### src/rtl/denoise_macros.svh
`ifndef DENOISE_MACROS_SVH
`define DENOISE_MACROS_SVH

// Bus word and channel widths
`define PIX_W   32
`define CH_W    8

// Block geometry, 8x8 pixels
`define BLK_PIX 64
`define BLK_LOG 6

// Accumulator widths, sized for 64 full-scale pixels
`define SUM_W   14
`define SQ_W    22

// Variance and noise variance
`define VAR_W   16

// Q8 gain, wide enough to hold 256
`define GAIN_W  9

`endif

### src/rtl/denoise_pkg.sv
`include "denoise_macros.svh"

package denoise_pkg;

	// One stream word, seen either raw or per channel
	typedef union packed {
		logic [`PIX_W-1:0] word;
		struct packed {
			logic [`CH_W-1:0] pad;
			logic [`CH_W-1:0] r;
			logic [`CH_W-1:0] g;
			logic [`CH_W-1:0] b;
		} ch;
	} pixel_t;

endpackage

### src/rtl/wiener_apply.sv
`timescale 1ns/1ps
`include "denoise_macros.svh"

module wiener_apply (
	input  logic                 clk,
	input  logic                 rst,
	input  logic                 params_valid,
	output logic                 params_ready,
	input  logic [3*`CH_W-1:0]   means,
	input  logic [3*`GAIN_W-1:0] gains,
	output logic [`BLK_LOG-1:0]  rd_addr,
	input  denoise_pkg::pixel_t  rd_data,
	output logic                 rd_release,
	output denoise_pkg::pixel_t  m_data,
	output logic                 m_valid,
	input  logic                 m_ready,
	output logic                 m_last
);

	logic                            active;
	logic                            out_hs;
	logic [`BLK_LOG-1:0]             idx;
	logic [3*`CH_W-1:0]              mean_r;
	logic [3*`GAIN_W-1:0]            gain_r;
	logic [`CH_W-1:0]                px [3];
	logic signed [`CH_W:0]           dlt [3];
	logic signed [`CH_W+`GAIN_W+1:0] prod [3];
	logic signed [`CH_W+2:0]         filt [3];
	logic [`CH_W-1:0]                y [3];

	assign params_ready = !active;
	assign rd_addr      = idx;
	assign out_hs       = m_valid && m_ready;
	assign m_last       = m_valid && (idx == `BLK_LOG'(`BLK_PIX - 1));
	assign rd_release   = out_hs && m_last;

	assign px[2] = rd_data.ch.r;
	assign px[1] = rd_data.ch.g;
	assign px[0] = rd_data.ch.b;

	// mean + floor(gain * (x - mean) / 256), then clamp to a byte
	always_comb begin
		for (int c = 0; c < 3; c++) begin
			dlt[c]  = $signed({1'b0, px[c]}) - $signed({1'b0, mean_r[c*`CH_W +: `CH_W]});
			prod[c] = $signed({1'b0, gain_r[c*`GAIN_W +: `GAIN_W]}) * dlt[c];
			filt[c] = $signed({3'b000, mean_r[c*`CH_W +: `CH_W]}) +
				$signed(prod[c][2*`CH_W+2:`CH_W]);
			if (filt[c][`CH_W+2])
				y[c] = '0;
			else if (|filt[c][`CH_W+1:`CH_W])
				y[c] = '1;
			else
				y[c] = filt[c][`CH_W-1:0];
		end
		m_data.word = '0;
		m_data.ch.r = y[2];
		m_data.ch.g = y[1];
		m_data.ch.b = y[0];
	end

	// Read cycle, then output held until taken
	always_ff @(posedge clk) begin
		if (rst) begin
			active  <= 1'b0;
			m_valid <= 1'b0;
			idx     <= '0;
		end else begin
			if (params_valid && params_ready)
				active <= 1'b1;
			else if (rd_release)
				active <= 1'b0;
			if (out_hs)
				m_valid <= 1'b0;
			else if (active)
				m_valid <= 1'b1;
			if (out_hs)
				idx <= idx + 1'b1;
		end
	end

	always_ff @(posedge clk) begin
		if (params_valid && params_ready) begin
			mean_r <= means;
			gain_r <= gains;
		end
	end

	// Buffer read data and params must both hold through a stall
	a_out_stable: assert property (@(posedge clk) disable iff (rst)
		(m_valid && !m_ready) |=> (m_valid && $stable(m_data)));

endmodule

### config.mk
export PLATFORM = sky130hd
export DESIGN_NAME = wiener_apply
export DESIGN_NICKNAME = d
export VERILOG_FILES = /design/src/rtl/denoise_pkg.sv /design/src/rtl/wiener_apply.sv
export VERILOG_INCLUDE_DIRS = /design/src /design/src/rtl
export SDC_FILE = /design/constraint.sdc
export NUM_CORES = 1
export LEC_CHECK = 0
export BUFFER_PORTS_ARGS = -buffer_cell sky130_fd_sc_hd__buf_2
export CAP_MARGIN = 20
export CELL_PAD_IN_SITES_DETAIL_PLACEMENT = 0
export CELL_PAD_IN_SITES_GLOBAL_PLACEMENT = 1
export CORE_UTILIZATION = 43
export CTS_BUF_LIST = sky130_fd_sc_hd__clkbuf_16
export CTS_CLUSTER_DIAMETER = 50
export CTS_CLUSTER_SIZE = 25
export DETAILED_ROUTE_END_ITERATION = 16
export HOLD_SLACK_MARGIN = 0.15
export MAX_ROUTING_LAYER = met4
export PLACE_DENSITY_LB_ADDON = 0.12
export SLEW_MARGIN = 20
export SYNTH_ARGS = -nofsm -noshare
export SYNTH_HDL_FRONTEND = slang
export SYNTH_SLANG_ARGS = --single-unit
### constraint.sdc
create_clock -name clk -period 12.7 [get_ports clk]
set_input_delay 2.54 -clock clk [delete_from_list [all_inputs] [get_ports clk]]
set_output_delay 2.54 -clock clk [all_outputs]
set_load 0.005 [all_outputs]
==> results of run 1 <==
worst max-delay path, delay by kind of cell:
family,cells,cell delay (ps)
fa+ha+maj,9,3400
compound gates,13,2250
simple gates,6,1060
buf+inv,6,670
xor+xnor,1,140
Yosys cell counts (6+ instances only):
cell and instances:
a21o_1 19, inv_1 191, nor2b_1 19, nand3_1 11, a21oi_1 48, and2_1 121, clkbuf_1 6, xor2_1 19
o21a_1 31, nor2_1 87, ha_1 205, xnor2_1 44, o21bai_1 6, nand2b_1 49, nand2_1 75, nor3_1 14
buf_4 8, o21ai_0 20, fa_1 153, or2_2 10, dfxtp_1 8, edfxtp_1 51
worst paths after layout:
path                                              start                      end  slack [ps]  cells after the start
worst max register to register      active$_SDFFE_PP0P_     gain_r[26]$_DFFE_PP_       10800                      2
worst min register to register  rd_addr[1]$_SDFFE_PP0P_  rd_addr[1]$_SDFFE_PP0P_         520                      2
worst max-delay path                         rd_data[8]               m_data[13]          70                     35
worst min-delay path            rd_addr[1]$_SDFFE_PP0P_  rd_addr[1]$_SDFFE_PP0P_         520                      2
cells by family after synthesis:
family,after synthesis,synth area share
and+or+nand+nor,413,0.185
adders and majority gates,358,0.465
buffers and inverters,207,0.0668
AOI/OAI and AO/OA,164,0.0936
xor gates and xnor gates,64,0.0469
DFF,59,0.140
muxes,3,0.00248
other,1,0.000310
state kept, by name, summed over array words and instances, names as in the netlist:
name / count
active: 1
gain_r: 27
m_valid: 1
mean_r: 24
rd_addr: 6
routing by layer:
layer  track usage  vias up
met5             -        -
met4        0.0572        0
met3        0.0175       24
met2         0.358      120
met1         0.279     4400
li1              -     4607
per-stage QoR:
stage	utilization	hold WS (ps)	setup slack [ps]
3_5_place_dp	0.501	500	-360
5_1_grt	0.532	555	-339
2_1_floorplan	-	481	98.2
4_1_cts	0.515	514	2.06
6_report	0.532	516	72.2
3_3_place_gp	0.501	496	-259
timing repair:
action | CTS | global route
setup buffers | 1 | 12
gates resized for setup | 18 | 97
pin swaps | 15 | 77
endpoints found under the setup margin | 12 | 24
cloned | 0 | 0
final cells by class:
class	instances	area share
timing repair buffer	226	0.0996
sequential	59	0.115
tap	378	0.0321
clock buffer	9	0.0153
inverter	191	0.0493
multi-input combinational	1010	0.684
clock inverter	7	0.00475
==> reports/qor.txt, run 1 <==
status: completed
fin. max-slew vios: 0
DR WL met3: 580 µm
ys flop type: edfxtp_1
WL/cell: 15.0 µm
Finished Layout Cells: 1880
Multi-input gate area: 0.0101 mm²
WL met2: 13800 µm
Worst path max stage delay: 610 ps
initial antenna violation count: 0
clock sinks: 59
diode count: 0
overall global routing resource usage: 0.214
root cell of the clock tree: clkbuf_16
top cell type's share of synthesized area: 0.253
relative slew slack: 0.447
clock slew at reported path FFs: 60 ps
Finished Cell Area: 0.0148 mm²
path category of the worst min-delay check: reg -> reg
WP data required: 10160 ps
Netlist cell types: 67
Final ANT Viol Nets: 0
RSZ-0062 raised after global routing: yes
clk_skew: 11.2 ps
critical path arrival: 10090 ps
Die Wd: 170 µm
Period minus WS final: 12630 ps
starting density of the core: 0.437
htree depth: 3
die height: 170 µm
vias in the first global route: 9389
Vias/cell: 4.87
Area Growth Syn to Fin: 21.9%
largest area contributor in the netlist: fa_1
num rows: 61
Iter 0 DRT Violations: 225
top post-synthesis cells by area: fa_1, ha_1, edfxtp_1
Critical-path top delay cell: fa_1
Async S/R FF share, synth: 0
Post-route DRC: 0
FF+latch count, synth: 59
Longest Clk Path Bufs: 2
GPL Wtd Cong: 0.816
via count: 9151
most frequent cells in the layout: ha_1, inv_1, fa_1, and2_1
Net count, final: 1942
Register Area: 0.00169 mm²
layout cell share with drive strength beyond 1: 0.228
drt first pass iters: 5
CTS Hold Bufs: 0
first-pass GRT wire length: 46600 µm
CTS tree: done
Setup TNS Final: 0 ps
Routed WL: 28200 µm
most frequent CP cell: fa_1
Clock Latency Late Sink: 360 ps
IO Count: 129
Final setup viols: 0
Worst setup SP type: primary input
Post-synth EDFFs: 51
Hold Vio Cnt, Final: 0
synth warn: 0
GRT Residual Overflow: 0
largest net degree at the start of global routing: 28
dpl cells: 1852
Worst Tran Pin Value: 827 ps
Num CTS Buffers: 9
fillers: 2600
core area: 0.0277 mm²
I/O Buffers: 112
Cell Area, Placed: 0.0139 mm²
Metal-1 WL: 13400 µm
critical path class: in -> out
Avg Inst Size Synth: 9.54 µm²
highest routed metal layer: met4
max_cap viols: 0
Die ar.: 0.0288 mm²
cell area after synthesis: 0.0121 mm²
Seq/Total Area, Yosys: 0.140
crit end category: output port
most common cell after layout, fill and taps aside: ha_1
cells after synthesis: 1269
fmax: 79.2 MHz
post-DP HPWL: 23700 µm
worst-path fanout max: 8
final period utilization: 0.994
Power of run 1 is not shown: default switching activity piles up to over one toggle a cycle in this logic, so the estimate is an artifact.
==> inputs of run 2 (changes only) <==
CORE_UTILIZATION = 48   (was 43)
clock period = 13.8 ns   (was 12.7 ns; I/O delays follow)
==> reports/qor.txt, run 2 (synthesis gave the netlist of run 1 again) <==
initial antenna violation count: 0 (unchanged)
Num CTS Buffers: 9 (unchanged)
WP data required: 11040 ps (+880 ps)
starting density of the core: 0.493 (+0.0565)
fin. max-slew vios: 0 (unchanged)
Hold Vio Cnt, Final: 0 (unchanged)
htree depth: 3 (unchanged)
most common cell after layout, fill and taps aside: ha_1
Cell Area, Placed: 0.0133 mm² (-4.3%)
Final ANT Viol Nets: 0 (unchanged)
drt first pass iters: 5 (unchanged)
Area Growth Syn to Fin: 13.2%
Critical-path top delay cell: fa_1
clock slew at reported path FFs: 50 ps (about the same)
max reg flops: 27 (unchanged)
crit end category: output port
layout cell share with drive strength beyond 1: 0.145 (-0.0833)
Worst setup SP type: primary input
clk_skew: 11.1 ps (-0.0975 ps)
Finished Cell Area: 0.0137 mm² (-7.1%)
Iter 0 DRT Violations: 362 (+61%)
Setup TNS Final: 0 ps (unchanged)
hold endpoint: rd_addr[1]$_SDFFE_PP0P_
clock sinks: 59 (unchanged)
Die Wd: 161 µm (-5.3%)
Post-route DRC: 0 (unchanged)
path category of the worst min-delay check: reg -> reg
Clock Latency Late Sink: 350 ps (about the same)
die height: 161 µm (-5.3%)
R2R Setup Slk: 11960 ps (+1160 ps)
IO Count: 129 (unchanged)
most frequent CP cell: fa_1
relative slew slack: 0.480 (+0.0331)
post-DP HPWL: 22900 µm (-3.3%)
final period utilization: 0.967
Final setup viols: 0 (unchanged)
diode count: 0 (unchanged)
GPL Wtd Cong: 0.829 (+1.6%)
Net count, final: 1867 (-3.9%)
I/O Buffers: 112 (unchanged)
Routed WL: 27200 µm (-3.6%)
Period minus WS final: 13350 ps
largest net degree at the start of global routing: 30 (+7.1%)
status: completed
most frequent cells in the layout: ha_1, inv_1, fa_1, and2_1, buf_2
max_cap viols: 0 (unchanged)
Worst path max stage delay: 550 ps (-60 ps)
worst-path fanout max: 8 (unchanged)
Die ar.: 0.0258 mm² (-10%)
CTS tree: done
reg-to-reg startpoint: active$_SDFFE_PP0P_
GRT Residual Overflow: 0 (unchanged)
root cell of the clock tree: clkbuf_16
hold path depth: 2 (unchanged)
Worst Tran Pin Value: 778 ps (-49.5 ps)
fmax: 74.9 MHz
core area: 0.0245 mm² (-11%)
dpl cells: 1731 (-6.5%)
Longest Clk Path Bufs: 2 (unchanged)
first-pass GRT wire length: 45500 µm (-2.4%)
WL/cell: 15.5 µm (+3.5%)
FF-to-FF path depth: 2 (unchanged)
Vias/cell: 5.16 (+6.0%)
vias in the first global route: 9169 (-2.3%)
Top reg by flops: gain_r
critical path class: in -> out
r2r endpoint: gain_r[26]$_DFFE_PP_
Hold Startpoint: rd_addr[1]$_SDFFE_PP0P_
overall global routing resource usage: 0.230 (+0.0156)
via count: 9037 (-1.2%)
Finished Layout Cells: 1751 (-6.9%)
critical path arrival: 10590 ps (+500 ps)
num rows: 57 (-6.6%)
[run 2: changes by cell type in the layout (fill, tap and decap cells not counted), sizes merged]
cell / change
buf: -75
clkinv: -2
bufinv: +1
clkinvlp: +1
[run 2: cell type report]
type                       count  area, µm²
timing repair buffer         151        853
sequential                    59       1690
inverter                     191        717
clock buffer                   9        225
clock inverter                 7       83.8
multi-input combinational   1010       9720
tap                          324        405
fill                        2273      10800
[run 2: per-layer routing]
layer	up-vias	share of wire	GRT usage
met5	-	0	-
met4	0	0.015	0.0626
met3	25	0.030	0.0173
met2	163	0.48	0.370
met1	4397	0.47	0.313
li1	4452	-	-
[run 2: metrics by stage]
step | hold WS [ps] | worst slack (ps) | util
after floorplan | 481 | 758 | -
after global placement | 497 | 98.6 | 0.541
after detailed placement | 502 | -0.679 | 0.541
after CTS | 514 | 12.5 | 0.554
after global routing | 568 | -1.96 | 0.558
final | 527 | 453 | 0.558
[run 2: worst max-delay path by stage]
stage / from / end / slack [ps] / cells after the start
floorplan: rd_data[16] / m_data[16] / 760 / 36
global placement: rd_data[16] / m_data[20] / 100 / 38
detailed placement: rd_data[16] / m_data[21] / -0.7 / 38
CTS: rd_data[16] / m_data[21] / 10 / 38
global route: rd_data[8] / m_data[9] / -2 / 37
finish: rd_data[16] / m_data[20] / 450 / 37
[run 2: worst max-delay path, delay by kind of cell]
family,cells,cell delay (ps)
adders and majority gates,9,3530
and+or+nand+nor,13,2060
buffers and inverters,4,380
xor gates and xnor gates,1,240
AOI/OAI and AO/OA,10,1620
[run 2: what timing repair did]
| action | CTS | global route |
|---|---|---|
| pin swaps | 0 | 12 |
| hold buffers | 0 | 0 |
| gates resized for setup | 1 | 22 |
| buffers inserted | 0 | 4 |
| endpoints found under the hold margin | 0 | 0 |
| setup endpoints to repair | 2 | 24 |
Power of run 2 is left out for the same reason.
