**src/rtl/denoise_macros.svh**
```systemverilog
`ifndef DENOISE_MACROS_SVH
`define DENOISE_MACROS_SVH

// Bus word and channel widths
`define PIX_W   32
`define CH_W    8

// Block geometry, 8x8 pixels
`define BLK_PIX 64
`define BLK_LOG 6

// Accumulator widths, sized for 64 full-scale pixels
`define SUM_W   14
`define SQ_W    22

// Variance and noise variance
`define VAR_W   16

// Q8 gain, wide enough to hold 256
`define GAIN_W  9

`endif

```
**src/rtl/wiener_gain.sv**
```systemverilog
`timescale 1ns/1ps
`include "denoise_macros.svh"

module wiener_gain (
	input  logic                  clk,
	input  logic                  rst,
	input  logic [`VAR_W-1:0]     noise_var,
	input  logic                  stats_valid,
	output logic                  stats_ready,
	input  logic [3*`SUM_W-1:0]   sums,
	input  logic [3*`SQ_W-1:0]    sumsqs,
	output logic                  params_valid,
	input  logic                  params_ready,
	output logic [3*`CH_W-1:0]    means,
	output logic [3*`GAIN_W-1:0]  gains
);

	logic [`CH_W-1:0]   mean_c [3];
	logic [`VAR_W-1:0]  sq_mean [3];
	logic [`VAR_W-1:0]  var_c [3];
	logic [`VAR_W-1:0]  var_r [3];
	logic               accept;
	logic               busy;
	logic               last_it;
	logic [1:0]         ch;
	logic [4:0]         it;
	logic [`VAR_W-1:0]  dvsr;
	logic [`VAR_W-1:0]  ld_var;
	logic [`VAR_W-1:0]  ld_diff;
	logic [`VAR_W-1:0]  rem;
	logic [`VAR_W:0]    dvd;
	logic [`VAR_W:0]    trial;
	logic [`VAR_W:0]    sub;
	logic               q_bit;
	logic [`GAIN_W-1:0] quo;
	logic [`GAIN_W-1:0] quo_nxt;

	assign stats_ready = !busy && !params_valid;
	assign accept      = stats_valid && stats_ready;
	assign last_it     = (it == 5'(`VAR_W));

	// Mean and variance straight from the block totals
	always_comb begin
		for (int c = 0; c < 3; c++) begin
			mean_c[c]  = sums[c*`SUM_W + `BLK_LOG +: `CH_W];
			sq_mean[c] = sumsqs[c*`SQ_W + `BLK_LOG +: `VAR_W];
			var_c[c]   = sq_mean[c] - mean_c[c] * mean_c[c];
		end
	end

	assign dvsr = (ch == 2'd0) ? var_r[0] : (ch == 2'd1) ? var_r[1] : var_r[2];

	// Next channel to divide, channel 0 comes straight from the inputs
	assign ld_var  = accept ? var_c[0] : (ch == 2'd0) ? var_r[1] : var_r[2];
	assign ld_diff = (ld_var > noise_var) ? ld_var - noise_var : '0;

	// One restoring step, dividend is diff scaled by 256
	assign trial   = {rem, dvd[`VAR_W]};
	assign sub     = trial - {1'b0, dvsr};
	assign q_bit   = (trial >= {1'b0, dvsr});
	assign quo_nxt = {quo[`GAIN_W-2:0], q_bit};

	always_ff @(posedge clk) begin
		if (rst) begin
			busy         <= 1'b0;
			params_valid <= 1'b0;
			ch           <= '0;
			it           <= '0;
		end else if (accept) begin
			busy <= 1'b1;
			ch   <= '0;
			it   <= '0;
		end else if (busy) begin
			if (last_it) begin
				it <= '0;
				if (ch == 2'd2) begin
					busy         <= 1'b0;
					params_valid <= 1'b1;
				end else begin
					ch <= ch + 1'b1;
				end
			end else begin
				it <= it + 1'b1;
			end
		end else if (params_ready) begin
			params_valid <= 1'b0;
		end
	end

	always_ff @(posedge clk) begin
		if (accept) begin
			for (int c = 0; c < 3; c++) begin
				var_r[c]                <= var_c[c];
				means[c*`CH_W +: `CH_W] <= mean_c[c];
			end
		end
		// Top 7 dividend bits seed the remainder, the rest shift in
		if (accept || (busy && last_it)) begin
			rem <= ld_diff >> (`VAR_W - `CH_W + 1);
			dvd <= {ld_diff[`VAR_W-`CH_W:0], {`CH_W{1'b0}}};
		end else if (busy) begin
			rem <= q_bit ? sub[`VAR_W-1:0] : trial[`VAR_W-1:0];
			dvd <= {dvd[`VAR_W-1:0], 1'b0};
		end
		if (busy)
			quo <= quo_nxt;
		// Flat block gets no gain at all
		if (busy && last_it)
			gains[ch*`GAIN_W +: `GAIN_W] <= (dvsr == '0) ? '0 : quo_nxt;
	end

	a_gain_range: assert property (@(posedge clk) disable iff (rst)
		params_valid |-> (gains[0 +: `GAIN_W] <= 9'd256) &&
			(gains[`GAIN_W +: `GAIN_W] <= 9'd256) &&
			(gains[2*`GAIN_W +: `GAIN_W] <= 9'd256));

endmodule

```
**config.mk**
```make
export PLATFORM = sky130hd
export DESIGN_NAME = wiener_gain
export DESIGN_NICKNAME = d
export VERILOG_FILES = /design/src/rtl/wiener_gain.sv
export VERILOG_INCLUDE_DIRS = /design/src /design/src/rtl
export SDC_FILE = /design/constraint.sdc
export NUM_CORES = 1
export LEC_CHECK = 0
export BUFFER_PORTS_ARGS = -buffer_cell sky130_fd_sc_hd__buf_2
export CAP_MARGIN = 0
export CORE_MARGIN = 5
export CORE_UTILIZATION = 45
export CTS_BUF_LIST = sky130_fd_sc_hd__clkbuf_16
export DETAILED_ROUTE_END_ITERATION = 7
export PLACE_DENSITY = 0.74
export SLEW_MARGIN = 20
export SYNTH_ARGS = -nofsm -noshare
export SYNTH_HDL_FRONTEND = slang
export SYNTH_SLANG_ARGS = --single-unit
```
**constraint.sdc**
```tcl
create_clock -name clk -period 13.1 [get_ports clk]
set_input_delay 3.275 -clock clk [delete_from_list [all_inputs] [get_ports clk]]
set_output_delay 3.275 -clock clk [all_outputs]
set_load 0.005 [all_outputs]
```
==> results of run 1 <==
==> synth_stat cells (7+ instances only) <==
master      n
nand4_1    16
inv_1     263
dfxtp_1    18
clkbuf_1   27
o21ai_0    48
nand2_1   118
nand2b_1   16
nor2b_1    10
ha_1      157
a31oi_1     8
xor2_1     29
a21o_1     28
o21bai_1   10
o21a_1     20
fa_1      108
and2_1     26
xnor2_1    53
nand3b_1   10
mux2i_1    47
a211oi_1    7
nor3_1     29
a21oi_1    75
and3_1     10
nand3_1    11
nor2_1    102
o31ai_1     7
edfxtp_1  123
==> power groups by stage <==
| stage | Combinational, mW | Clock [mW] | Sequential, mW |
|---|---|---|---|
| after floorplan | 1.60 | 0 | 0.715 |
| after global placement | 2.00 | 0 | 0.729 |
| after detailed placement | 2.04 | 0 | 0.734 |
| after CTS | 2.05 | 0.505 | 0.726 |
| after global routing | 2.31 | 0.524 | 0.734 |
| final | 2.05 | 0.498 | 0.725 |
==> state kept, by name, indices dropped and copies added (netlist names) <==
signal	count
ch	2
var_r	48
rem	16
means	24
gains	27
it	5
dvd	9
busy	1
params_valid	1
quo	8
==> worst max-delay path: cells and delay by family <==
family | cells | cell delay, ns
fa+ha+maj | 6 | 2.70
compound gates | 7 | 1.90
simple gates | 5 | 0.86
buf+inv | 4 | 0.36
xor+xnor | 1 | 0.21
==> layer usage <==
| layer | share of wire [%] | up-vias | wire [um] | track usage [%] |
|---|---|---|---|---|
| met1 | 42 | 4944 | 12780 | 21.61 |
| met5 | 0 | - | 0 | 0 |
| met4 | 2.9 | 0 | 884 | 6.179 |
| met3 | 3.4 | 50 | 1040 | 2.521 |
| li1 | - | 5134 | - | - |
| met2 | 52 | 190 | 15650 | 33.02 |
==> worst paths after layout <==
kind,cells past startpoint,start,end
worst max-delay path,23,sums[12],dvd[10]
worst min-delay path,0,quo[4],quo[5]
worst min register to register,0,quo[4],quo[5]
worst max register to register,13,params_valid,dvd[10]
==> logic make-up (layout without fill, tap and decap cells) <==
kind of cell	Yosys count	in the layout
XOR/XNOR	82	82
adder cells (fa/ha/maj)	265	265
AND/OR/NAND/NOR	371	371
AO/OA/AOI/OAI	248	248
flip-flops	141	141
multiplexers	47	47
buffers and inverters	300	447
==> layout make-up <==
cell class	count	area (um2)	area share (%)
clock buffer	17	425.4	2.727
clock inverter	15	163.9	1.051
inverter	265	1002	6.424
multi-input combinational	1013	8693	55.73
sequential	141	4054	25.99
tap	396	495.5	3.176
timing repair buffer	150	765.7	4.909
==> through the flow <==
| stage | instances | hold slack, ns | util, % | power, mW | cell area (um2) |
|---|---|---|---|---|---|
| CTS | 1997 | 0.4493 | 51.13 | 3.283 | 15600 |
| global route | 1997 | 0.4614 | 51.13 | 3.571 | 15600 |
| finish | 1997 | 0.4491 | 51.13 | 3.275 | 15600 |
| global placement | 1965 | 0.4344 | 49.20 | 2.730 | 15010 |
| detailed placement | 1965 | 0.4342 | 49.20 | 2.771 | 15010 |
| floorplan | 1454 | 0.4275 | - | 2.316 | 13900 |
==> reports/results.txt, run 1 <==
status: completed
post-synthesis compound-gate area fraction: 11.66%
Setup Slack @ Placement: 3.642 ns
vias in the first global route: 10630
cell type with the highest aggregate area in the netlist: edfxtp_1
transition time of the tightest slew-check pin: 1.044 ns
floorplan die area: 34510 um2
antenna violations before repair: 0
post-CTS setup-driven buffer insertion count: 0
maximum number of pins on one net before global-route repair: 84
number of buffers inserted by port buffering: 144
data required time at the worst endpoint: 13.40 ns
share of the yosys chip area belonging to registers: 29.16%
Synthesized Nets: 1847
synth top area cells: edfxtp_1 27%, fa_1 16%, ha_1 14%, inv_1 7.1%, mux2i_1 3.4%
Final Hold Violating Endpoints: 0
Clock Tree Buf Depth: 2
fin crit share: 68.87%
# rows: 64
Max Clk Rate: 110.8 MHz
fraction of registers with async set/reset: 0%
Starting Density: 45.57%
clock root buffer master: clkbuf_16
flops & latches, synth: 141
aggregate routed wire length: 30350 um
proportion of power drawn by the clock network: 15.2%
global-route usage over all layers: 18.01%
Die W: 185.8 um
global placement routability congestion: 0.8987
crit path capture type: flip-flop
vias: 10320
post-layout min period: 9.022 ns
Data arrival, critical path: 9.32 ns
number of gates resized after CTS: 0
ant diodes: 0
RSZ-0062 raised after global routing: false
combinational family with the most area after synthesis: adder cells
master of the slowest instance on the critical path: a211oi_1
HPWL Detailed: 24370 um
floorplan core area: 30510 um2
Lkg Pwr: 7.339 nW
leading register cell type out of synthesis: edfxtp_1
total I/O pin count: 181
register-to-register path setup slack: 8.44 ns
worst skew pair latency: 0.44 ns
Worst path most repeated cell: fa_1
crit path max fanout: 10
wire length of the first global-routing pass: 50270 um
switching power total: 1.459 mW
EDFF count, synth: 123
share of the synthesized area in the top cell type: 26.57%
CP cell instances: buf_2 > and2_1 > inv_1 > fa_1 > fa_1 > fa_1 > inv_1 > fa_1 > inv_1 > ha_1 > or3_1 > a221oi_2 > nor2_1 > xnor2_1 > nand2_1 > o21ai_0 > ha_1 > o2111ai_1 > o21bai_1 > a31oi_1 > nand2b_1 > a211oi_1 > a32o_1
peak per-stage delay on the critical path: 0.59 ns
detail-routed net length per standard cell: 15.20 um
power density relative to cell area: 210.0 nW/um2
number of fillers in the final layout: 2725
first-iteration detailed-routing DRC count: 560
hold bufs inserted after CTS: 0
yosys warns: 0
class of the worst hold path: flip-flop to flip-flop
basic-gate share of the synthesized area counting and, or, nand and nor cells: 12.62%
setup skew after layout: 0.01138 ns
via density per instance: 5.167
antenna violation net count after detailed routing: 0
cell area after synthesis: 13900 um2
final setup margin: 4.078 ns
Clock Pin Slew Worst Setup and Hold Paths: 0.06 ns
sequential share of power: 22.1%
GRT overflow: 0
headroom to the max-slew limit: 30.43%
TritonRoute pass-1 iters: 6
Die Ht: 185.8 um
max capacitance violation total: 0
Int Pwr: 1.816 mW
most frequent standard cell in the layout excluding fill and tap cells: inv_1
switching share of power: 44.55%
DR DRC count: 0
sort of element at the start of the critical path: input pin
proportion of synthesized area in mux cells: 3.384%
Post-Synth Adder-Cell Area: 29.68%
post-synthesis share of cell area spent on xor and xnor gates: 5.166%
number of sinks driven by the clock tree: 141
H-tree depth: 4
Post-layout nets: 1981
synth-to-layout area growth: 12.20%
relative contribution of combinational cells to total power: 62.7%
sum of negative setup slack: 0 ns
number of setup violations in the final report: 0
TritonCTS clock tree: done
total clock buffers created by CTS: 17
highest-count cells in the layout ignoring fill and taps: 264 x inv_1, 156 x ha_1, 144 x buf_2
proportion of layout cells with a drive suffix above 1: 12.37%
worst voltage drop across the vdd grid: 0.1089 mV
max-slew violation count: 0
syn avg cell area: 9.562 um2
count of unique library cells instantiated by Yosys: 66
crit path kind: input pin to flip-flop
Cells after Synth: 1454
(Power assumes the default switching activity.)
==> run 2, diff against run 1 <==
- clock period: 13.1 -> 8.8 ns (I/O delays scaled with it)
==> run 2 against run 1 <==
Global-route usage is 0.49 points higher. First-iteration DRC count decreased by 5.4%. Power rose by 49%. Design area fell by 0.15%. Sequential share of layout area about the same. Largest cell class unchanged. Setup slack got worse by 3.2 ns. Combinational power up 50%. Die area unchanged. Critical endpoint is now dvd[14]. Critical path depth shrank 2. Critical path type unchanged.
==> reports/results.txt, run 2 (same netlist as run 1, synthesis figures left out) <==
register-to-register path setup slack: 4.02 ns (was 8.44 ns)
Final Hold Violating Endpoints: 0 (unchanged)
crit path kind: input pin to flip-flop (unchanged)
synth-to-layout area growth: 12.03% (was 12.20%)
Clock Tree Buf Depth: 2 (unchanged)
status: completed (unchanged)
power density relative to cell area: 312.9 nW/um2 (was 210.0 nW/um2)
antenna violation net count after detailed routing: 0 (unchanged)
Reg with most FFs: var_r (unchanged)
leading registers by flop count: var_r (48), gains (27), means (24) (unchanged)
crit path max fanout: 10 (unchanged)
combined flip-flop and latch cell area: 4054 um2 (unchanged)
first-iteration detailed-routing DRC count: 530 (was 560)
Lkg Pwr: 7.331 nW (was 7.339 nW)
highest-count cells in the layout ignoring fill and taps: 264 x inv_1, 156 x ha_1, 144 x buf_2 (unchanged)
launch instance of the worst min-delay path: quo[6] (was quo[4])
total clock buffers created by CTS: 17 (unchanged)
floorplan core area: 30510 um2 (unchanged)
global placement routability congestion: 0.8941 (was 0.8987)
most frequent standard cell in the layout excluding fill and tap cells: inv_1 (unchanged)
Post-layout nets: 1981 (unchanged)
data required time at the worst endpoint: 8.97 ns (was 13.40 ns)
max-slew violation count: 0 (unchanged)
number of sinks driven by the clock tree: 141 (unchanged)
sum of negative setup slack: 0 ns (unchanged)
post-route cell area: 15580 um2 (was 15600 um2)
Worst R2R Start: params_valid (unchanged)
via density per instance: 5.212 (was 5.167)
aggregate routed wire length: 30860 um (was 30350 um)
number of setup violations in the final report: 0 (unchanged)
worst skew pair latency: 0.44 ns (about the same)
Starting Density: 45.57% (unchanged)
crit path capture type: flip-flop (unchanged)
R2R depth: 13 (unchanged)
final setup margin: 0.8402 ns (was 4.078 ns)
global-route usage over all layers: 18.50% (was 18.01%)
sort of element at the start of the critical path: input pin (unchanged)
HPWL Detailed: 24500 um (was 24370 um)
vias in the first global route: 10620 (was 10630)
maximum number of pins on one net before global-route repair: 62 (was 84)
RSZ-0062 raised after global routing: false (unchanged)
max capacitance violation total: 0 (unchanged)
antenna violations before repair: 1 (was 0)
fin crit share: 90.45%
number of flip-flops in the largest register: 48 (unchanged)
number of fillers in the final layout: 2779 (was 2725)
number of buffers inserted by port buffering: 144 (unchanged)
worst voltage drop across the vdd grid: 0.1704 mV (was 0.1089 mV)
floorplan die area: 34510 um2 (unchanged)
H-tree depth: 4 (unchanged)
# rows: 64 (unchanged)
class of the worst hold path: flip-flop to flip-flop (unchanged)
Data arrival, critical path: 8.13 ns (was 9.32 ns)
detail-routed net length per standard cell: 15.45 um (was 15.20 um)
number of gates resized after CTS: 0 (unchanged)
post-CTS setup-driven buffer insertion count: 0 (unchanged)
placed insts: 1965 (unchanged)
hold-critical path depth: 0 (unchanged)
number of standard cells in the layout, taps in and fillers out: 1998 (was 1997)
total I/O pin count: 181 (unchanged)
Clock Pin Slew Worst Setup and Hold Paths: 0.07 ns (was 0.06 ns)
Die Ht: 185.8 um (unchanged)
Max Clk Rate: 125.6 MHz
DR DRC count: 0 (unchanged)
proportion of layout cells with a drive suffix above 1: 12.37% (unchanged)
Final Core Density: 51.05% (was 51.13%)
headroom to the max-slew limit: 28.90% (was 30.43%)
GRT overflow: 0 (unchanged)
wire length of the first global-routing pass: 51480 um (was 50270 um)
hold bufs inserted after CTS: 0 (unchanged)
TritonRoute pass-1 iters: 5 (was 6)
area used by multi-input combinational logic: 8693 um2 (unchanged)
TritonCTS clock tree: done (unchanged)
transition time of the tightest slew-check pin: 1.066 ns (was 1.044 ns)
setup skew after layout: 0.01364 ns (was 0.01138 ns)
post-layout min period: 7.960 ns
endpoint of the worst hold-timing path: quo[7] (was quo[5])
total chip power: 4.873 mW (was 3.275 mW)
dpl cell area: 15010 um2 (unchanged)
Die W: 185.8 um (unchanged)
clock root buffer master: clkbuf_16 (unchanged)
vias: 10410 (was 10320)
worst hold slack: 0.4526 ns (was 0.4491 ns)
worst reg2reg path endpoint: rem[4] (was dvd[10])
Setup Slack @ Placement: 0.4944 ns (was 3.642 ns)
[run 2: how the worst max path moves through the flow]
| stage | startpoint | to | slack (ns) | depth (start not counted) |
|---|---|---|---|---|
| after CTS | sums[12] | dvd[14] | 0.90 | 21 |
| after detailed placement | sums[12] | dvd[14] | 0.49 | 21 |
| after global placement | sums[12] | rem[5] | 0.53 | 21 |
| final | sums[12] | dvd[14] | 0.84 | 21 |
| after global routing | sums[6] | dvd[14] | 0.53 | 22 |
| after floorplan | sums[12] | rem[3] | 1.06 | 22 |
[run 2: layout make-up]
type,instances,share of cell area (%)
clock inverter,15,0.8836
clock buffer,17,2.731
inverter,265,6.434
antenna,1,0.01607
timing repair buffer,150,4.916
sequential,141,26.03
multi-input combinational,1013,55.81
tap,396,3.181
[run 2: per-layer routing]
layer / wire (um) / track usage [%] / vias to the layer above
met3: 1252 / 2.970 / 54
li1: - / - / 5135
met5: 0 / 0 / -
met1: 12750 / 22.46 / 4997
met4: 916 / 6.470 / 0
met2: 15950 / 33.28 / 227
[run 2: worst max-delay path: stages]
cell     delay, ns
buf_2         0.17
and2_1        0.20
fa_1          0.52
inv_1         0.05
fa_1          0.48
fa_1          0.49
inv_1         0.05
fa_1          0.52
inv_1         0.04
ha_1          0.33
or2_2         0.30
a21oi_1       0.34
a31oi_1       0.16
a311o_1       0.44
nand4_1       0.11
nor3b_1       0.40
ha_1          0.29
nand4_1       0.14
nor4_1        0.35
a211o_1       0.38
o21ai_0       0.16
[run 2: report_power, final]
| part | total, mW | internal (mW) | leakage [nW] | switching (mW) |
|---|---|---|---|---|
| Combinational | 3.08 | 1.28 | 5.77 | 1.80 |
| Clock | 0.712 | 0.393 | 0.277 | 0.319 |
| Sequential | 1.08 | 1.00 | 1.28 | 0.0723 |
| Total | 4.87 | 2.68 | 7.33 | 2.19 |
