===== src/rtl/denoise_macros.svh =====
`ifndef DENOISE_MACROS_SVH
`define DENOISE_MACROS_SVH

// Bus word and channel widths
`define PIX_W   32
`define CH_W    8

// Block geometry, 8x8 pixels
`define BLK_PIX 64
`define BLK_LOG 6

// Accumulator widths, sized for 64 full-scale pixels
`define SUM_W   14
`define SQ_W    22

// Variance and noise variance
`define VAR_W   16

// Q8 gain, wide enough to hold 256
`define GAIN_W  9

`endif


===== src/rtl/denoise_pkg.sv =====
`include "denoise_macros.svh"

package denoise_pkg;

	// One stream word, seen either raw or per channel
	typedef union packed {
		logic [`PIX_W-1:0] word;
		struct packed {
			logic [`CH_W-1:0] pad;
			logic [`CH_W-1:0] r;
			logic [`CH_W-1:0] g;
			logic [`CH_W-1:0] b;
		} ch;
	} pixel_t;

endpackage


===== src/rtl/block_stats.sv =====
`timescale 1ns/1ps
`include "denoise_macros.svh"

module block_stats (
	input  logic                  clk,
	input  logic                  rst,
	input  denoise_pkg::pixel_t   s_data,
	input  logic                  s_valid,
	output logic                  s_ready,
	output logic                  wr_en,
	output logic                  wr_commit,
	output logic [`BLK_LOG-1:0]   wr_addr,
	output denoise_pkg::pixel_t   wr_data,
	input  logic                  wr_room,
	output logic                  stats_valid,
	input  logic                  stats_ready,
	output logic [3*`SUM_W-1:0]   sums,
	output logic [3*`SQ_W-1:0]    sumsqs
);

	logic [`BLK_LOG-1:0] cnt;
	logic                cnt_last;
	logic                accept;
	logic [`CH_W-1:0]    px [3];
	logic [2*`CH_W-1:0]  px_sq [3];
	logic [`SUM_W-1:0]   acc_sum [3];
	logic [`SQ_W-1:0]    acc_sq [3];
	logic [`SUM_W-1:0]   sum_nxt [3];
	logic [`SQ_W-1:0]    sq_nxt [3];

	assign cnt_last = (cnt == `BLK_LOG'(`BLK_PIX - 1));

	// Hold off the last pixel until the previous totals are taken
	assign s_ready   = wr_room && !(cnt_last && stats_valid);
	assign accept    = s_valid && s_ready;
	assign wr_en     = accept;
	assign wr_addr   = cnt;
	assign wr_data   = s_data;
	assign wr_commit = accept && cnt_last;

	// Index 2 is red so that it lands in the top field
	assign px[2] = s_data.ch.r;
	assign px[1] = s_data.ch.g;
	assign px[0] = s_data.ch.b;

	always_comb begin
		for (int c = 0; c < 3; c++) begin
			px_sq[c]   = px[c] * px[c];
			sum_nxt[c] = acc_sum[c] + {{(`SUM_W - `CH_W){1'b0}}, px[c]};
			sq_nxt[c]  = acc_sq[c] + {{(`SQ_W - 2*`CH_W){1'b0}}, px_sq[c]};
		end
	end

	always_ff @(posedge clk) begin
		if (rst) begin
			cnt         <= '0;
			stats_valid <= 1'b0;
			for (int c = 0; c < 3; c++) begin
				acc_sum[c] <= '0;
				acc_sq[c]  <= '0;
			end
		end else begin
			if (accept)
				cnt <= cnt + 1'b1;
			if (wr_commit)
				stats_valid <= 1'b1;
			else if (stats_ready)
				stats_valid <= 1'b0;
			// Restart the accumulators at each block boundary
			for (int c = 0; c < 3; c++) begin
				if (wr_commit) begin
					acc_sum[c] <= '0;
					acc_sq[c]  <= '0;
				end else if (accept) begin
					acc_sum[c] <= sum_nxt[c];
					acc_sq[c]  <= sq_nxt[c];
				end
			end
		end
	end

	// Block totals, held for the gain stage
	always_ff @(posedge clk) begin
		if (wr_commit) begin
			for (int c = 0; c < 3; c++) begin
				sums[c*`SUM_W +: `SUM_W] <= sum_nxt[c];
				sumsqs[c*`SQ_W +: `SQ_W] <= sq_nxt[c];
			end
		end
	end

endmodule


===== config.mk =====
export PLATFORM = sky130hd
export DESIGN_NAME = block_stats
export DESIGN_NICKNAME = d
export VERILOG_FILES = /design/src/rtl/denoise_pkg.sv /design/src/rtl/block_stats.sv
export VERILOG_INCLUDE_DIRS = /design/src /design/src/rtl
export SDC_FILE = /design/constraint.sdc
export NUM_CORES = 1
export LEC_CHECK = 0
export ABC_AREA = 1
export ABC_CLOCK_PERIOD_IN_PS = 7700
export BUFFER_PORTS_ARGS = -buffer_cell sky130_fd_sc_hd__buf_4
export CAP_MARGIN = 20
export CORE_ASPECT_RATIO = 1.5
export CORE_MARGIN = 1
export CORE_UTILIZATION = 45
export DETAILED_ROUTE_END_ITERATION = 8
export GPL_TIMING_DRIVEN = 0
export PLACE_DENSITY = 0.71
export SYNTH_ARGS = -nofsm -noshare
export SYNTH_HDL_FRONTEND = slang
export SYNTH_SLANG_ARGS = --single-unit

===== constraint.sdc =====
create_clock -name clk -period 7.7 [get_ports clk]
set_clock_uncertainty 0.1 [all_clocks]
set_input_delay 1.54 -clock clk [delete_from_list [all_inputs] [get_ports clk]]
set_output_delay 1.54 -clock clk [all_outputs]
set_load 0.03 [all_outputs]

==> flow_metrics.py, run 1 <==
metrics = {
    "global_routing": {
        "grt_max_degree": 63,
        "grt_overflow_total": 0,
        "grt_pass1_wl_mm": 63.3,
        "grt_pass1_vias": 13000,
        "grt_antenna_before_repair": 0,
        "grtUsageTotal_pct": 20.6,
    },
    "placement": {
        "port_buffers": 178,
        "placed_area_um2": 19200,
        "gp_congestion": 0.923,
        "place_hpwl_mm": 31.0,
        "dp.cells": 2602,
        "place_ws_ns": 1.46,
    },
    "clocking": {
        "cts_resized": 0,
        "post_cts_buffers": 0,
        "cts_tree": "done",
        "cts_buffers": 24,
        "clock_path_buffers": 3,
        "cts_sinks": 223,
        "holdBufCountCts": 0,
        "insertion_delay_ns": 0.54,
        "clockRootBuffer": "clkbuf_16",
        "cts.clk_slew.worst_paths_ns": 0.06,
        "htree_levels": 1,
    },
    "synthesis": {
        "synth_edf_count": 216,
        "synth_flop_cell": "edfxtp_1",
        "async_flop_share_pct": 0,
        "synthMostInstantiatedCell": "inv_1",
        "synth.distinct_cells": 29,
        "synthCells": 1932,
        "yosysTopAreaCell": "edfxtp_1",
        "yosysTopAreaCellShare_pct": 37.7,
        "synth_seq_cells": 223,
        "seq_area_frac_synth_pct": 38.6,
        "synth_area_leaders": "edfxtp_1, fa_1, ha_1, inv_1, nand2_1",
        "avgSynthCellArea_um2": 8.89,
        "yosys_warnings": 0,
        "synth_area_um2": 17200,
        "synth_fp_nets": 2236,
        "synth_top_cells_by_count": "inv_1, nand2_1, edfxtp_1",
    },
    "setup_path": {
        "reg2reg_from": "acc_sq[2][6]",
        "end_kind": "flip-flop",
        "crit_slowest_cell": "fa_1",
        "cp_top_family": "adder cells",
        "worstRegToRegCells": 15,
        "cp_cell_sequence": "buf_4, clkbuf_1, nand2_1, xor2_1, ha_1, fa_1, fa_1, inv_1, fa_1, inv_1, ha_1, a21oi_1, nor2_1, nor2_1, nand2_1, nand2_1, nand3b_1, nand2_1, inv_1",
        "arrival_ns": 5.89,
        "rrSetupSlack_ns": 3.46,
        "cp_slowest_stage_delay_ns": 0.55,
        "critPathKind": "primary input to flip-flop",
        "path_common_cell": "nand2_1",
        "path_max_fanout": 9,
        "required_ns": 7.88,
        "critical_path_buf_inv_count": 5,
        "rr_endpoint": "acc_sq[2][11]",
        "startpoint_type": "primary input",
    },
    "floorplanning": {
        "fp.dieW_um": 162,
        "dieHeight_um": 241,
        "die-area_um2": 39000,
        "initial_core_util_pct": 45.6,
        "core_um2": 37700,
        "boundaryPins": 187,
        "fp-row-count": 87,
    },
    "detailed_routing": {
        "ant_nets": 0,
        "first_pass_iters": 5,
        "wl_per_cell_um": 14.8,
        "drtIter0Drc": 556,
        "finalWirelength_mm": 39.2,
        "drc": 0,
        "num_vias": 12800,
        "via_per_inst": 4.85,
    },
    "timing": {
        "tns_ns": 0,
        "maxSlewViolCount": 0,
        "max_freq_ghz": 0.175,
        "hold_viol_final": 0,
        "setup_ws_ns": 1.99,
        "slew-limit-headroom_pct": 55.8,
        "rsz0062_at_grt": "false",
        "min_period_ns": 5.71,
        "worst_pin_slew_ns": 0.663,
        "min_period_over_period_pct": 74.2,
        "setup_viol": 0,
    },
    "cells_and_area": {
        "drive_above_1_share_pct": 12.7,
        "antenna_cells": 0,
        "fin_nets": 2443,
        "fin_cells": 2646,
        "syn_to_final_growth_pct": 16.5,
        "design_area_um2": 20000,
    },
    "run": {
        "drv_cap": 0,
    },
    "worst_hold_path": {
        "hold_class": "flip-flop to flip-flop",
        "min_to": "stats_valid",
        "hold_path_startpoint": "stats_valid",
        "hold_depth": 2,
    },
    "power": {
        "irDropWorstVdd_v": 0.000269,
        "p_leak_nw": 10.5,
        "power-per-cell-area_nw_per_um2": 303,
    },
    "outcome": {
        "outcome": "completed",
    },
}
-- cells in the final DEF (no fill, tap or decap), types with 2 or more instances in the layout --
| master | instances |
|---|---|
| edfxtp_1 | 216 |
| clkbuf_16 | 25 |
| buf_2 | 8 |
| buf_16 | 2 |
| nand2_4 | 2 |
| dfxtp_1 | 7 |
| clkinv_2 | 5 |
| or2_2 | 7 |
| nor2_1 | 157 |
| clkbuf_1 | 27 |
| a21o_1 | 10 |
| inv_1 | 466 |
| nor3_1 | 10 |
| mux2i_1 | 3 |
| buf_4 | 210 |
| buf_6 | 3 |
| o21bai_1 | 7 |
| a21oi_1 | 89 |
| xnor2_1 | 37 |
| nand4_1 | 6 |
| bufinv_16 | 3 |
| nand2_1 | 430 |
| fa_1 | 114 |
| ha_1 | 153 |
| and2_1 | 13 |
| nand3_1 | 64 |
| xor2_1 | 28 |
| o21ai_0 | 27 |
| nand3b_1 | 17 |
-- metal layers --
layer	up-vias	routed length, um	track usage, %
met5	-	0	0
met4	0	1370	8.35
met3	82	1620	2.09
met2	327	21100	39.5
met1	6074	15100	23.0
li1	6363	-	-
-- report_power, final --
part | total [W] | internal (W) | leakage (nW) | switching, W
Combinational | 0.00325 | 0.00114 | 7.90 | 0.00211
Clock | 0.00120 | 0.000706 | 0.392 | 0.000497
Sequential | 0.00161 | 0.00157 | 2.19 | 0.0000322
Total | 0.00606 | 0.00342 | 10.5 | 0.00264
-- stage by stage --
stage | util, % | hold slack, ns | total power [W]
3_5_place_dp | 51.0 | 0.383 | 0.00487
5_1_grt | 53.2 | 0.412 | 0.00661
3_3_place_gp | 50.8 | 0.370 | 0.00483
2_1_floorplan | - | 0.431 | 0.00402
4_1_cts | 53.2 | 0.392 | 0.00612
6_report | 53.2 | 0.390 | 0.00606
-- logic make-up after synthesis --
logic type	after synthesis	synth area share (%)
flops	223	38.6
mux	3	0.175
simple gates	708	16.8
xor+xnor	65	3.31
buf+inv	531	12.5
compound gates	135	4.20
fa+ha+maj	267	24.4
-- how the worst max path moves through the flow --
| stage | start | end | slack (ns) | depth (start not counted) |
|---|---|---|---|---|
| 2_1_floorplan | s_valid | wr_commit | 1.60 | 5 |
| 3_3_place_gp | wr_room | wr_commit | 0.20 | 7 |
| 3_5_place_dp | s_data[14] | acc_sq[1][15] | 1.46 | 19 |
| 4_1_cts | s_data[14] | sumsqs[37] | 2.03 | 19 |
| 5_1_grt | s_data[14] | acc_sq[1][13] | 1.76 | 18 |
| 6_report | s_data[14] | sumsqs[37] | 1.99 | 19 |
-- flip-flops by register name (all words and copies together), names as in the netlist --
name / cells
sums: 42
acc_sum: 42
acc_sq: 66
stats_valid: 1
sumsqs: 66
wr_addr: 6
-- final cells by class --
| class | instances | area, um2 |
|---|---|---|
| Fill cell | 3466 | 17600 |
| Sequential cell | 223 | 6630 |
| Buffer | 63 | 389 |
| Timing Repair Buffer | 181 | 1410 |
| Tap cell | 489 | 612 |
| Inverter | 468 | 1760 |
| Clock buffer | 33 | 666 |
| Multi-Input combinational cell | 1178 | 8420 |
| Clock inverter | 11 | 135 |
-- worst reg2reg max path, cell delays in order, from the launching register on --
cell and delay, ns:
edfxtp_1 0.39, fa_1 0.56, inv_1 0.06, fa_1 0.48, fa_1 0.51, fa_1 0.50, inv_1 0.04, ha_1 0.34
nand2_1 0.09, nand2_1 0.08, inv_1 0.06, nand2_1 0.09, nand2_1 0.08, nand2_1 0.14, xnor2_1 0.36, nor2_1 0.09
Note: power is estimated with default switching activity, not from simulation.
==> run 2: changes to the inputs <==
- ABC_CLOCK_PERIOD_IN_PS: 7700 -> 4700
- PLACE_DENSITY: 0.71 -> 0.73
- clock period: 7.7 -> 4.7 ns (I/O delays scaled with it)
==> run 2 against run 1 <==
Net effect: total power up 69%; wire length fell by 0.32%; setup slack got worse by 1.8 ns; cell count shrank 0.49%; flip-flop and latch count stayed put; via count decreased by 0.69%; cell area grew 0.69%; register-to-register slack got worse by 3.0 ns; non-clock buffer count fell by 13; critical path type unchanged; highest routed layer unchanged.
==> flow_metrics.py, run 2 (synthesis results as in run 1) <==
metrics = {
    "setup_path": {
        "reg2reg_from": "acc_sq[2][6]",
        "startpoint_type": "primary input",
        "end_kind": "flip-flop",
        "crit_start": "s_data[20]",
        "path_max_fanout": 10,
        "required_ns": 4.90,
        "critPathKind": "primary input to flip-flop",
        "rrSetupSlack_ns": 0.50,
        "arrival_ns": 4.68,
    },
    "timing": {
        "hold_viol_final": 0,
        "worst_pin_slew_ns": 0.455,
        "min_period_ns": 4.48,
        "slew-limit-headroom_pct": 69.5,
        "max_freq_ghz": 0.223,
        "rsz0062_at_grt": "false",
        "min_period_over_period_pct": 95.3,
        "setup_viol": 0,
        "maxSlewViolCount": 0,
        "tns_ns": 0,
    },
    "global_routing": {
        "grt_pass1_wl_mm": 63.8,
        "grtUsageTotal_pct": 20.7,
        "grt_max_degree": 59,
        "grt_overflow_total": 0,
        "grt_antenna_before_repair": 0,
        "grt_pass1_vias": 13200,
    },
    "placement": {
        "placed_area_um2": 19300,
        "place_hpwl_mm": 31.3,
        "port_buffers": 178,
        "gp_congestion": 0.962,
    },
    "power": {
        "power-per-cell-area_nw_per_um2": 509,
        "irDropWorstVdd_v": 0.000445,
        "p_leak_nw": 10.5,
    },
    "clocking": {
        "clock_path_buffers": 3,
        "cts_buffers": 24,
        "cts_tree": "done",
        "clockRootBuffer": "clkbuf_16",
        "post_cts_buffers": 0,
        "holdBufCountCts": 0,
        "cts.clk_slew.worst_paths_ns": 0.07,
        "htree_levels": 1,
        "cts_sinks": 223,
        "insertion_delay_ns": 0.55,
    },
    "cells_and_area": {
        "reg_top3": "acc_sq: 66 flops, sumsqs: 66 flops",
        "fin_nets": 2430,
        "syn_to_final_growth_pct": 17.3,
        "final_common_cell": "inv_1",
        "final_cell_mix": "inv_1, nand2_1, edfxtp_1",
        "antenna_cells": 0,
        "drive_above_1_share_pct": 14.2,
        "design_area_um2": 20200,
    },
    "detailed_routing": {
        "num_vias": 12800,
        "ant_nets": 0,
        "via_per_inst": 4.85,
        "first_pass_iters": 5,
        "wl_per_cell_um": 14.8,
        "finalWirelength_mm": 39.0,
        "drtIter0Drc": 642,
        "drc": 0,
    },
    "floorplanning": {
        "dieHeight_um": 241,
        "initial_core_util_pct": 45.6,
        "die-area_um2": 39000,
        "fp.dieW_um": 162,
        "boundaryPins": 187,
        "fp-row-count": 87,
        "core_um2": 37700,
    },
    "worst_hold_path": {
        "hold_class": "flip-flop to flip-flop",
        "hold_path_startpoint": "stats_valid",
    },
    "outcome": {
        "outcome": "completed",
    },
    "run": {
        "drv_cap": 0,
    },
}
-- run 2: final cells by class --
| class | count | area (um2) |
|---|---|---|
| fill | 3414 | 17500 |
| multi-input combinational | 1178 | 8550 |
| sequential | 223 | 6630 |
| inverter | 468 | 1760 |
| timing repair buffer | 183 | 1440 |
| clock buffer | 26 | 629 |
| tap | 489 | 612 |
| buffer | 48 | 333 |
| clock inverter | 18 | 205 |
-- run 2: power by group --
| part | switching, W | internal (W) | leakage [nW] |
|---|---|---|---|
| sequential | 0.0000520 | 0.00258 | 2.19 |
| clock | 0.000829 | 0.00119 | 0.403 |
| combinational | 0.00358 | 0.00203 | 7.90 |
| total | 0.00446 | 0.00580 | 10.5 |
-- run 2: routing by layer --
layer	wire length, um	up-vias	GRT usage, %
li1	-	6324	-
met1	14900	6054	23.0
met2	21400	302	40.3
met3	1720	77	2.23
met4	991	0	7.46
met5	0	-	0
-- run 2: timing repair --
| action | CTS | global route |
|---|---|---|
| setup endpoints to repair | 35 | 64 |
| pin swaps | 0 | 3 |
| gates cloned | 0 | 0 |
| resized for setup | 2 | 17 |
-- run 2: critical path, cell delays in order --
cell	delay (ns)
buf_4	0.18
nand2_1	0.07
inv_1	0.05
fa_1	0.53
fa_1	0.46
fa_1	0.53
inv_1	0.05
fa_1	0.48
inv_1	0.04
ha_1	0.32
nand2_1	0.08
nand2_1	0.07
a21oi_1	0.22
nand3_1	0.23
xor2_1	0.24
and2_1	0.18
-- run 2: final timing paths --
check                                endpoint  cells past startpoint
worst min-delay path              stats_valid                      2
worst min register to register    stats_valid                      2
worst max-delay path            acc_sq[2][13]                     16
worst max register to register  acc_sq[2][20]                     18
-- run 2: per-stage QoR --
stage	power, W	instances	setup slack (ns)	utilization, %	hold slack [ns]
6_report	0.0103	2633	0.222	53.5	0.390
5_1_grt	0.0111	2633	0.0154	53.5	0.427
4_1_cts	0.0102	2640	0.0255	53.4	0.386
3_5_place_dp	0.00810	2604	-0.698	51.2	0.377
3_3_place_gp	0.00798	2599	-0.627	50.9	0.374
2_1_floorplan	0.00668	1932	0.000208	-	0.431
==> run 3: changes to the inputs <==
- CORE_UTILIZATION: 45 -> 55
- PLACE_DENSITY: 0.73 -> 0.85
==> run 3 against run 2 <==
Net effect: via count grew 1.9%; non-clock buffer count grew 3; global-route usage grew 4.4 points; total power shrank 1.4%; critical path depth grew 6; sequential share of layout area grew 0.25 points; critical path type unchanged; largest power group unchanged.
==> flow_metrics.py, run 3 (synthesis results as in run 1) <==
metrics = {
    "outcome": {
        "outcome": "completed",
    },
    "clocking": {
        "cts_sinks": 223,
        "cts_buffers": 24,
        "clock_path_buffers": 3,
        "insertion_delay_ns": 0.55,
        "cts.clk_slew.worst_paths_ns": 0.06,
        "htree_levels": 1,
        "cts_tree": "done",
        "clockRootBuffer": "clkbuf_16",
        "holdBufCountCts": 0,
    },
    "global_routing": {
        "grt_antenna_before_repair": 0,
        "grt_overflow_total": 0,
        "grtUsageTotal_pct": 25.1,
        "grt_pass1_wl_mm": 63.4,
        "grt_pass1_vias": 13500,
        "grt_max_degree": 64,
    },
    "setup_path": {
        "required_ns": 4.89,
        "cp_cell_sequence": "buf_4, nand2_1, inv_1, fa_1, ha_1, ha_1, inv_1, fa_1, inv_1, ha_2, inv_1, fa_1, inv_1, nand3_1, nand2_1, nand2_1, nand2_1, nand3_1, nand2_1, nand2_1, nand2_1, nor2_1",
        "rr_endpoint": "acc_sq[2][17]",
        "worstRegToRegCells": 18,
        "path_common_cell": "nand2_1",
        "cp_top_family": "adder cells",
        "reg2reg_from": "acc_sq[2][6]",
        "critical_path_buf_inv_count": 6,
        "path_max_fanout": 10,
        "rrSetupSlack_ns": 0.45,
        "crit_slowest_cell": "fa_1",
        "arrival_ns": 4.69,
        "end_kind": "flip-flop",
        "cp_slowest_stage_delay_ns": 0.47,
        "critPathKind": "primary input to flip-flop",
        "startpoint_type": "primary input",
    },
    "placement": {
        "port_buffers": 178,
        "gp_congestion": 0.926,
        "place_ws_ns": -0.635,
        "place_hpwl_mm": 30.3,
    },
    "cells_and_area": {
        "antenna_cells": 0,
        "final_core_util_pct": 65.7,
        "nFillCells": 2414,
        "multi_input_area_um2": 8540,
        "fin_nets": 2435,
        "drive_above_1_share_pct": 14.0,
        "final_cell_mix": "inv_1, nand2_1, edfxtp_1",
        "syn_to_final_growth_pct": 16.4,
        "final_common_cell": "inv_1",
        "reg_top3": "acc_sq: 66 flops, sumsqs: 66 flops",
        "seqCellArea_um2": 6630,
    },
    "timing": {
        "maxSlewViolCount": 0,
        "min_period_over_period_pct": 95.7,
        "min_period_ns": 4.50,
        "slew-limit-headroom_pct": 35.9,
        "worst_pin_slew_ns": 0.957,
        "setup_ws_ns": 0.200,
        "max_freq_ghz": 0.222,
        "hold_viol_final": 0,
        "setup_viol": 0,
    },
    "worst_hold_path": {
        "hold_path_startpoint": "wr_addr[5]",
        "hold_class": "flip-flop to flip-flop",
        "hold_depth": 2,
        "min_to": "wr_addr[5]",
    },
    "detailed_routing": {
        "drc": 0,
        "finalWirelength_mm": 39.2,
        "first_pass_iters": 5,
        "via_per_inst": 5.10,
        "drtIter0Drc": 632,
        "wl_per_cell_um": 15.4,
        "ant_nets": 0,
        "num_vias": 13000,
    },
    "floorplanning": {
        "die-area_um2": 32000,
        "dieHeight_um": 218,
        "core_um2": 30400,
        "fp-row-count": 78,
        "boundaryPins": 187,
        "initial_core_util_pct": 56.4,
        "fp.dieW_um": 146,
    },
    "power": {
        "irDropWorstVdd_v": 0.000481,
        "power-per-cell-area_nw_per_um2": 506,
        "p_leak_nw": 10.5,
        "total_power_w": 0.0101,
    },
    "run": {
        "drv_cap": 0,
    },
}
run 3: changes by cell type in the layout (fill, tap and decap cells not counted), sizes merged:
cell,before,now
buf,226,229
bufinv,4,2
clkinv,11,10
clkbuf,31,36
run 3: timing repair:
action,in CTS,in global routing
endpoints found under the setup margin,25,75
buffers inserted,0,4
gates resized for setup,2,16
cloned,2,0
pin swaps,0,3
run 3: layout make-up:
cell class,count,share of cell area [%]
Multi-Input combinational cell,1178,42.7
Sequential cell,223,33.1
Inverter,468,8.80
Timing Repair Buffer,186,7.27
Clock buffer,31,3.24
Tap cell,400,2.50
Buffer,48,1.66
Clock inverter,13,0.663
Timing Repair inverter,2,0.0500
run 3: worst max-delay path by stage:
stage | start | endpoint | slack (ns) | cells after the start
after floorplan | s_data[13] | acc_sq[1][12] | 0.0002 | 16
after global placement | s_data[3] | sumsqs[19] | -0.60 | 21
after detailed placement | s_data[3] | sumsqs[19] | -0.64 | 21
after CTS | s_data[15] | acc_sq[1][14] | 0.02 | 18
after global routing | s_data[16] | acc_sq[2][17] | -0.02 | 22
final | s_data[18] | acc_sq[2][17] | 0.20 | 22
run 3: through the flow:
step                      TNS [ns]  area (um2)  std cells  hold WS (ns)
after global routing       -0.0403       20000       2549         0.404
after CTS                        0       19900       2552         0.396
after global placement      -38.62       19100       2510         0.370
final                            0       20000       2549         0.391
after detailed placement    -43.89       19200       2514         0.387
after floorplan                  0       17200       1932         0.431
run 3: routing by layer:
layer / wire length (um) / GRT usage (%)
met3: 1960 / 3.26
met4: 1910 / 12.5
met5: 0 / 0
met1: 14500 / 27.1
met2: 20800 / 47.6
run 3: tightest hold or removal path, cell delays in order, from the launching register on:
cell and delay, ns:
dfxtp_1 0.32, nand2_1 0.07, a21oi_1 0.06
run 3: where the power goes:
group	switching (W)	internal (W)	leakage [nW]	total, W
registers	0.0000527	0.00258	2.19	0.00263
logic	0.00356	0.00202	7.92	0.00558
clock network	0.000816	0.00109	0.372	0.00190
total	0.00442	0.00569	10.5	0.0101
